<file path="config.mk">
export PLATFORM = sky130hd
export DESIGN_NAME = smc_top
export DESIGN_NICKNAME = d
export VERILOG_FILES = /design/src/verilog/smc_pkg.sv /design/src/verilog/smc_access_ctrl.sv /design/src/verilog/smc_addr_gen.sv /design/src/verilog/smc_apb_regs.sv /design/src/verilog/smc_top.sv
export SDC_FILE = /design/constraint.sdc
export NUM_CORES = 1
export LEC_CHECK = 0
export ABC_CLOCK_PERIOD_IN_PS = 3450
export BUFFER_PORTS_ARGS = -buffer_cell sky130_fd_sc_hd__buf_2
export CORE_UTILIZATION = 45
export CTS_CLUSTER_SIZE = 8
export DETAILED_ROUTE_END_ITERATION = 7
export PLACE_DENSITY = 0.89
export SYNTH_ARGS = -nofsm -noshare
export SYNTH_HDL_FRONTEND = slang
export SYNTH_SLANG_ARGS = --single-unit
</file>
<file path="constraint.sdc">
create_clock -name sys_clk17 -period 3.45 [get_ports sys_clk17]
set_input_delay 0.345 -clock sys_clk17 [delete_from_list [all_inputs] [get_ports sys_clk17]]
set_output_delay 0.345 -clock sys_clk17 [all_outputs]
set_load 0.005 [all_outputs]
</file>
<file path="src/verilog/smc_pkg.sv">
/* Shared widths, size codes and bus structs for the static memory controller.
   Little-endian only; two banks, each with an 8, 16 or 32 bit data bus. */

package smc_pkg;

   // ----------------------------------------
   // Widths and counts
   // ----------------------------------------
   localparam int ADDR_W    = 32;               // Host and external address
   localparam int NUM_BANKS = 2;                // External banks
   localparam int WS_W      = 4;                // Wait-state count width

   typedef logic [ADDR_W-1:0]    addr_t;
   typedef logic                 bank_t;        // Bank index
   typedef logic [3:0]           be_t;          // Byte enables, active low
   typedef logic [NUM_BANKS-1:0] cs_t;          // Chip selects, active low
   typedef logic [1:0]           size_t;        // Transfer size or bus width
   typedef logic [1:0]           acc_cnt_t;     // Accesses still to run
   typedef logic [WS_W-1:0]      ws_t;

   // Size codes, shared by transfer size and bus width
   localparam size_t SIZE_8  = 2'b00;
   localparam size_t SIZE_16 = 2'b01;
   localparam size_t SIZE_32 = 2'b10;

   // APB register offsets
   localparam addr_t REG_BANK0 = 32'h0000_0000;
   localparam addr_t REG_BANK1 = 32'h0000_0004;

   // Access FSM
   typedef enum logic [1:0] {
      ST_IDLE,
      ST_RW,                                    // External access running
      ST_DONE                                   // One cycle after last access
   } smc_state_e;

   typedef struct packed {
      addr_t addr;
      size_t xfer_size;
      bank_t bank;
      logic  write;                             // 1 = write, 0 = read
   } smc_req_t;

   typedef struct packed {
      size_t bus_size;
      ws_t   wait_states;                       // Extra cycles per access
   } bank_cfg_t;

   // External memory bus, strobes active low
   typedef struct packed {
      addr_t addr;
      be_t   n_be;
      cs_t   n_cs;
      logic  n_we;
      logic  n_oe;
   } emi_t;

endpackage

</file>
<file path="src/verilog/smc_access_ctrl.sv">
/* Access sequencer: one request at a time, config of the chosen bank taken at accept.
   Bus width code 2'b11 is treated as a 32-bit bus (single access). */

module smc_access_ctrl import smc_pkg::*;
(
   input  logic                        sys_clk17,
   input  logic                        n_sys_reset17,
   input  logic                        req_valid,
   input  smc_req_t                    req,
   input  bank_cfg_t [NUM_BANKS-1:0]   cfg,
   output logic                        req_ready,
   output logic                        start,
   output smc_req_t                    req_lat,
   output size_t                       bus_size,
   output smc_state_e                  next_state,
   output acc_cnt_t                    num_access,
   output logic                        step,
   output logic                        done
);

   smc_state_e state_q;
   smc_req_t   req_q;                           // Request held for the transfer
   size_t      bus_size_q;
   ws_t        ws_q;                            // Wait states of this transfer
   ws_t        ws_cnt_q;                        // Cycles left in this access
   acc_cnt_t   acc_q;                           // Accesses after the current one
   bank_cfg_t  sel_cfg;
   acc_cnt_t   first_cnt;
   logic       acc_end;

   // Accesses beyond the first, from transfer size over bus width
   function automatic acc_cnt_t extra_acc(input size_t xfer, input size_t bus);
      extra_acc = 2'd0;
      if (xfer == SIZE_32 && bus == SIZE_8)
      begin
         extra_acc = 2'd3;                      // Four byte accesses
      end
      else if ((xfer == SIZE_32 && bus == SIZE_16) || (xfer == SIZE_16 && bus == SIZE_8))
      begin
         extra_acc = 2'd1;                      // Two accesses
      end
   endfunction

   assign sel_cfg   = cfg[req.bank];
   assign first_cnt = extra_acc(req.xfer_size, sel_cfg.bus_size);

   assign req_ready = (state_q == ST_IDLE);
   assign start     = req_valid && req_ready;   // Handshake edge
   assign acc_end   = (state_q == ST_RW) && (ws_cnt_q == '0);
   assign step      = acc_end && (acc_q != '0); // Another access follows
   assign done      = (state_q == ST_DONE);

   // Live request in the accept cycle, held copy after it
   assign req_lat    = start ? req : req_q;
   assign bus_size   = start ? sel_cfg.bus_size : bus_size_q;
   assign num_access = acc_q;

   // ----------------------------------------
   // FSM
   // ----------------------------------------
   always_comb
   begin
      next_state = state_q;
      case (state_q)
         ST_IDLE:
         begin
            if (req_valid)
            begin
               next_state = ST_RW;
            end
         end
         ST_RW:
         begin
            if (acc_end && acc_q == '0)         // Last access ends
            begin
               next_state = ST_DONE;
            end
         end
         ST_DONE: next_state = ST_IDLE;
         default: next_state = ST_IDLE;
      endcase
   end

   always_ff @(posedge sys_clk17 or negedge n_sys_reset17)
   begin
      if (!n_sys_reset17)
      begin
         state_q  <= ST_IDLE;
         acc_q    <= '0;
         ws_cnt_q <= '0;
      end
      else
      begin
         state_q <= next_state;
         if (start)
         begin
            acc_q    <= first_cnt;
            ws_cnt_q <= sel_cfg.wait_states;
         end
         else if (step)
         begin
            acc_q    <= acc_q - acc_cnt_t'(1);
            ws_cnt_q <= ws_q;                   // Reload for next access
         end
         else if (state_q == ST_RW && ws_cnt_q != '0)
         begin
            ws_cnt_q <= ws_cnt_q - ws_t'(1);
         end
      end
   end

   // Transfer payload, captured at accept
   always_ff @(posedge sys_clk17)
   begin
      if (start)
      begin
         req_q      <= req;
         bus_size_q <= sel_cfg.bus_size;
         ws_q       <= sel_cfg.wait_states;
      end
   end

   // Host sees ready again only through the done cycle
   assert property (@(posedge sys_clk17) disable iff (!n_sys_reset17)
      $rose(req_ready) |-> $past(done));

endmodule

</file>
<file path="src/verilog/smc_addr_gen.sv">
/* External address, chip select and strobe registers, updated in step with the FSM.
   Little-endian lane order; multi-access words walk the low address bits downward. */

module smc_addr_gen import smc_pkg::*;
(
   input  logic        sys_clk17,
   input  logic        n_sys_reset17,
   input  logic        start,
   input  smc_req_t    req,
   input  size_t       bus_size,
   input  smc_state_e  next_state,
   input  acc_cnt_t    num_access,
   input  logic        step,
   output emi_t        emi
);

   logic [1:0] first_lo;                        // Low bits of first access
   logic [1:0] next_lo;
   be_t        n_be_dec;
   addr_t      addr_q;
   be_t        n_be_q;
   cs_t        n_cs_q;
   logic       n_we_q;
   logic       n_oe_q;

   // ----------------------------------------
   // Low address bits
   // ----------------------------------------
   always_comb
   begin
      case ({req.xfer_size, bus_size})
         {SIZE_32, SIZE_32}: first_lo = 2'b00;
         {SIZE_32, SIZE_16}: first_lo = 2'b10; // Upper half first
         {SIZE_32, SIZE_8}:  first_lo = 2'b11; // Top byte first
         {SIZE_16, SIZE_32},
         {SIZE_16, SIZE_16}: first_lo = {req.addr[1], 1'b0};
         {SIZE_16, SIZE_8}:  first_lo = {req.addr[1], 1'b1};
         default:            first_lo = req.addr[1:0];    // Byte
      endcase
   end

   // Following access, chosen by accesses still to run
   always_comb
   begin
      next_lo = addr_q[1:0];
      case ({req.xfer_size, bus_size})
         {SIZE_32, SIZE_16}: next_lo = 2'b00;
         {SIZE_32, SIZE_8}:
         begin
            case (num_access)
               2'd3:    next_lo = 2'b10;
               2'd2:    next_lo = 2'b01;
               default: next_lo = 2'b00;
            endcase
         end
         {SIZE_16, SIZE_8}:  next_lo = {req.addr[1], 1'b0};
         default:            next_lo = addr_q[1:0];  // Single access
      endcase
   end

   always_ff @(posedge sys_clk17 or negedge n_sys_reset17)
   begin
      if (!n_sys_reset17)
      begin
         addr_q <= '0;
      end
      else if (start)
      begin
         addr_q <= {req.addr[ADDR_W-1:2], first_lo};
      end
      else if (step)
      begin
         addr_q[1:0] <= next_lo;                // Upper bits hold
      end
   end

   // ----------------------------------------
   // Byte enable decode
   // ----------------------------------------
   always_comb
   begin
      n_be_dec = 4'b1111;                       // Invalid size codes
      case (bus_size)
         SIZE_8:  n_be_dec = 4'b1110;           // Lane 0 only
         SIZE_16:
         begin
            if (req.xfer_size == SIZE_8)
            begin
               n_be_dec = req.addr[0] ? 4'b1101 : 4'b1110;
            end
            else if (req.xfer_size == SIZE_16 || req.xfer_size == SIZE_32)
            begin
               n_be_dec = 4'b1100;
            end
         end
         SIZE_32:
         begin
            case (req.xfer_size)
               SIZE_8:  n_be_dec = ~(be_t'(1) << req.addr[1:0]);
               SIZE_16: n_be_dec = req.addr[1] ? 4'b0011 : 4'b1100;
               SIZE_32: n_be_dec = 4'b0000;
               default: n_be_dec = 4'b1111;
            endcase
         end
         default: n_be_dec = 4'b1111;
      endcase
   end

   // Strobes live only while the FSM is in ST_RW
   always_ff @(posedge sys_clk17 or negedge n_sys_reset17)
   begin
      if (!n_sys_reset17)
      begin
         n_cs_q <= '1;
         n_be_q <= '1;
         n_we_q <= 1'b1;
         n_oe_q <= 1'b1;
      end
      else if (next_state == ST_RW)
      begin
         n_cs_q <= ~(cs_t'(1) << req.bank);
         n_be_q <= n_be_dec;
         n_we_q <= ~req.write;
         n_oe_q <= req.write;
      end
      else
      begin
         n_cs_q <= '1;
         n_be_q <= '1;
         n_we_q <= 1'b1;
         n_oe_q <= 1'b1;
      end
   end

   assign emi = '{addr: addr_q, n_be: n_be_q, n_cs: n_cs_q, n_we: n_we_q, n_oe: n_oe_q};

   assert property (@(posedge sys_clk17) disable iff (!n_sys_reset17)
      $onehot0(~emi.n_cs));

endmodule

</file>
<file path="src/verilog/smc_apb_regs.sv">
/* APB3 config block, one word per bank: bus width in [1:0], wait states in [7:4].
   paddr is decoded in full, so nonzero upper bits give an error. No wait states. */

module smc_apb_regs import smc_pkg::*;
(
   input  logic                        sys_clk17,
   input  logic                        n_sys_reset17,
   input  logic                        psel,
   input  logic                        penable,
   input  logic                        pwrite,
   input  addr_t                       paddr,
   input  logic [31:0]                 pwdata,
   output logic [31:0]                 prdata,
   output logic                        pready,
   output logic                        pslverr,
   output bank_cfg_t [NUM_BANKS-1:0]   cfg
);

   logic hit0;                                  // Offset decodes
   logic hit1;
   logic known;
   logic wr_en;

   // Register word layout, unused bits zero
   function automatic logic [31:0] cfg_word(input bank_cfg_t c);
      cfg_word = {24'h00_0000, c.wait_states, 2'b00, c.bus_size};
   endfunction

   assign hit0  = (paddr == REG_BANK0);
   assign hit1  = (paddr == REG_BANK1);
   assign known = hit0 || hit1;
   assign wr_en = psel && penable && pwrite;    // Access phase write

   assign pready  = 1'b1;                       // Never stretches
   assign pslverr = psel && penable && !known;

   // ----------------------------------------
   // Config registers
   // ----------------------------------------
   always_ff @(posedge sys_clk17 or negedge n_sys_reset17)
   begin
      if (!n_sys_reset17)
      begin
         for (int i = 0; i < NUM_BANKS; i++)
         begin
            cfg[i] <= '{bus_size: SIZE_32, wait_states: '0};
         end
      end
      else if (wr_en && hit0)
      begin
         cfg[0] <= '{bus_size: pwdata[1:0], wait_states: pwdata[7:4]};
      end
      else if (wr_en && hit1)
      begin
         cfg[1] <= '{bus_size: pwdata[1:0], wait_states: pwdata[7:4]};
      end
   end

   // Readback mux, zero off-target
   always_comb
   begin
      prdata = 32'h0000_0000;
      if (psel && hit0)
      begin
         prdata = cfg_word(cfg[0]);
      end
      else if (psel && hit1)
      begin
         prdata = cfg_word(cfg[1]);
      end
   end

   // Error only in an access phase that followed its setup phase
   assert property (@(posedge sys_clk17) disable iff (!n_sys_reset17)
      pslverr |-> psel && penable && $past(psel && !penable));

endmodule

</file>
<file path="src/verilog/smc_top.sv">
/* Controller top: APB config block, access FSM and external bus register stage.
   Config writes apply from the next accepted request. */

module smc_top import smc_pkg::*;
(
   input  logic        sys_clk17,
   input  logic        n_sys_reset17,
   // APB config port
   input  logic        psel,
   input  logic        penable,
   input  logic        pwrite,
   input  addr_t       paddr,
   input  logic [31:0] pwdata,
   output logic [31:0] prdata,
   output logic        pready,
   output logic        pslverr,
   // Host request port
   input  logic        req_valid,
   input  smc_req_t    req,
   output logic        req_ready,
   // External memory bus
   output emi_t        emi,
   output logic        done
);

   bank_cfg_t [NUM_BANKS-1:0] cfg;              // Per-bank width and waits
   logic       start;
   smc_req_t   req_lat;
   size_t      bus_size;
   smc_state_e next_state;
   acc_cnt_t   num_access;
   logic       step;

   smc_apb_regs u_apb_regs (
      .sys_clk17     (sys_clk17),
      .n_sys_reset17 (n_sys_reset17),
      .psel          (psel),
      .penable       (penable),
      .pwrite        (pwrite),
      .paddr         (paddr),
      .pwdata        (pwdata),
      .prdata        (prdata),
      .pready        (pready),
      .pslverr       (pslverr),
      .cfg           (cfg)
   );

   smc_access_ctrl u_access_ctrl (
      .sys_clk17     (sys_clk17),
      .n_sys_reset17 (n_sys_reset17),
      .req_valid     (req_valid),
      .req           (req),
      .cfg           (cfg),
      .req_ready     (req_ready),
      .start         (start),
      .req_lat       (req_lat),
      .bus_size      (bus_size),
      .next_state    (next_state),
      .num_access    (num_access),
      .step          (step),
      .done          (done)
   );

   smc_addr_gen u_addr_gen (
      .sys_clk17     (sys_clk17),
      .n_sys_reset17 (n_sys_reset17),
      .start         (start),
      .req           (req_lat),
      .bus_size      (bus_size),
      .next_state    (next_state),
      .num_access    (num_access),
      .step          (step),
      .emi           (emi)
   );

endmodule
</file>
==> flow_summary.json <==
{
  "crit_cells": 9,
  "synth-edff-count": 4,
  "numCtsBuffers": 9,
  "worst_pin_slew_ps": 907,
  "drc": 0,
  "period_minus_slack_ps": 3010,
  "postSynthAreaPerCell_um2": 9.57,
  "die_x_um": 91.7,
  "grt_max_degree": 34,
  "rsz0062_at_grt": "false",
  "antennaDiodeCount": 0,
  "placedCellCount": 594,
  "cts.repair.resized": 0,
  "syn2layout_area_growth_pct": 21.5,
  "dieArea_um2": 8400,
  "nets": 618,
  "stdcell_count": 609,
  "dieHeight_um": 91.7,
  "fin_area_um2": 4400,
  "cp_top_family": "simple AND/OR/NAND/NOR gates",
  "clockRootBuffer": "clkbuf_8",
  "finalHoldViolCount": 0,
  "coreArea_um2": 7770,
  "path_cells": "or3b_1, inv_4, mux2i_1, inv_1, ha_1, nand2b_1, a2111oi_2, or2_2, o221ai_1",
  "fin_crit_sh_pct": 87.3,
  "start_kind": "register",
  "cts_max_path_buffers": 2,
  "grt_pass1_wl_um": 13500,
  "start_util_pct": 46.6,
  "max_freq_ghz": 0.332,
  "grt_pass1_vias": 2882,
  "avgRoutedWirePerCell_um": 13.4,
  "num_rows": 32,
  "drive_gt1_share_pct": 35.5,
  "async_reset_ff_share_pct": 83.3,
  "vias": 3048,
  "cap_violations": 0,
  "ff2ff_path_depth": 9,
  "hp-class": "input port to asynchronous set/reset pin",
  "skew_ps": 6.42,
  "final_util_pct": 56.6,
  "hpwl_um": 6020,
  "antenna_found_initial": 0,
  "arrival_ps": 3200,
  "ys_seq_area_share_pct": 49.6,
  "netlist-cell-type-count": 57,
  "gp_congestion": 0.826,
  "cp_data_required_time_ps": 3640,
  "ir_drop_uv": 314,
  "io_pins": 182,
  "slowest_delay_ps": 610,
  "cp_slowest_cell": "or3b_1",
  "leakage_nw": 2.30,
  "yosysWarnings": 0,
  "portBuffers": 128,
  "cts_tree": "yes",
  "powerDensity_nw_per_um2": 708,
  "drtIter0Drc": 120,
  "status": "finished clean",
  "synth-seq-cells": 72,
  "synth_ff_type": "dfrtp_1",
  "firstDrtPassIters": 4,
  "cts_setup_buffers": 0,
  "critPathCaptureType": "register",
  "viasPerCell": 5.00,
  "hold_buffers": 0,
  "cp_max_fo": 22,
  "syn_inst": 378,
  "slew_viol_final": 0,
  "final.setup.tns_ps": 0,
  "gr-total-overflow": 0,
  "critical_path_class": "register to register",
  "ant_nets": 0,
  "h-tree-depth": 3,
  "setup_viol": 0,
  "clkSinkCount": 72,
  "slew_headroom_pct": 39.1,
  "crit_buf_inv": 2,
  "grt.total_usage_pct": 20.5,
  "clkSlewWorstSetupHoldPaths_ps": 70,
  "placed_area_um2": 4220,
  "routed_wirelength_um": 8150,
  "synth_area_um2": 3620,
  "clkLatencyLatePin_ps": 330
}
-- worst paths after layout --
check	from	end	slack, ps
worst max-delay path	u_access_ctrl.state_q[0]$_DFF_PN0_	u_addr_gen.addr_q[1]$_DFFE_PN0P_	440
worst min-delay path	n_sys_reset17	u_access_ctrl.ws_cnt_q[1]$_DFFE_PN0P_	40
worst max register to register	u_access_ctrl.state_q[0]$_DFF_PN0_	u_addr_gen.addr_q[1]$_DFFE_PN0P_	440
worst min register to register	u_access_ctrl.req_q[0]$_DFF_P_	u_addr_gen.n_oe_q$_DFF_PN1_	450
max in group asynchronous	n_sys_reset17	u_addr_gen.n_be_q[0]$_DFF_PN1_	2520
min in group sys_clk17	req[29]	u_addr_gen.addr_q[25]$_DFFE_PN0P_	200
-- report_power, final --
group / switching, W / leakage, nW / internal (W) / total [W]
clock: 0.000285 / 0.0898 / 0.000318 / 0.000603
combinational: 0.000678 / 1.37 / 0.000514 / 0.00119
sequential: 0.000160 / 0.844 / 0.00116 / 0.00132
-- logic make-up after synthesis --
kind of cell    count (synthesis)  synth area share, %
fa+ha+maj                       9                 3.11
buf+inv                        57                 9.47
other cells                     2                0.208
xor+xnor                        2                0.484
compound gates                 39                 7.23
flops                          72                 49.6
simple gates                  168                 21.0
mux                            29                 8.89
-- cell usage in the layout, fill, tap and decap left out, drive strengths merged, types with 2 or more instances in the layout --
cell / instances
conb: 27
nand2b: 5
buf: 131
edfxtp: 4
a2bb2oi: 2
o21ai: 5
o2111ai: 2
and2: 2
mux2i: 10
or3b: 2
dfrtp: 50
and4: 2
o211ai: 3
nor4: 8
clkbuf: 15
ha: 9
mux2: 19
nand4b: 2
nor3: 7
nor2b: 2
o22ai: 4
dfxtp: 8
dfstp: 10
nand3: 3
a21oi: 13
or3: 2
nor2: 14
a31oi: 2
nand4: 4
inv: 14
nand2: 108
-- stage by stage --
stage,setup slack [ps],hold slack [ps],power [W]
2_1_floorplan,704,49.4,0.00211
3_3_place_gp,625,407,0.00244
3_5_place_dp,522,423,0.00252
4_1_cts,443,53.2,0.00314
5_1_grt,112,85.1,0.00339
6_report,437,43.9,0.00311
-- flip-flops by register name, summed over array words and instances, names as in the netlist --
name                      cells
u_access_ctrl.bus_size_q      2
u_access_ctrl.num_access      2
u_access_ctrl.req_q           6
u_access_ctrl.state_q         2
u_access_ctrl.ws_cnt_q        4
u_access_ctrl.ws_q            4
u_addr_gen.addr_q            32
u_addr_gen.n_be_q             4
u_addr_gen.n_cs_q             2
u_addr_gen.n_oe_q             1
u_addr_gen.n_we_q             1
u_apb_regs.cfg               12
-- synthesized netlist by cell type (8+ instances only) --
cell	n	area [um^2]
a21oi_1	13	65.1
buf_4	29	218
dfrtp_1	50	1250
dfstp_2	10	263
dfxtp_1	8	160
ha_1	9	113
inv_1	12	45.0
mux2_2	18	203
mux2i_1	9	90.1
nand2_1	108	405
nor2_1	14	52.6
nor4_1	8	50.1
-- layer usage --
layer,global-route usage (%),wire length (um)
met4,8.33,102
met3,5.31,578
met2,34.0,3980
met1,25.6,3490
met5,0,0
-- area by class of cell --
cell class | instances | area [um^2]
Clock buffer | 15 | 176
Timing Repair Buffer | 131 | 663
Multi-Input combinational cell | 274 | 1580
Tap cell | 102 | 128
Sequential cell | 72 | 1790
Fill cell | 703 | 3370
Inverter | 15 | 58.8
No activity file was read; power rests on OpenSTA's default activity.
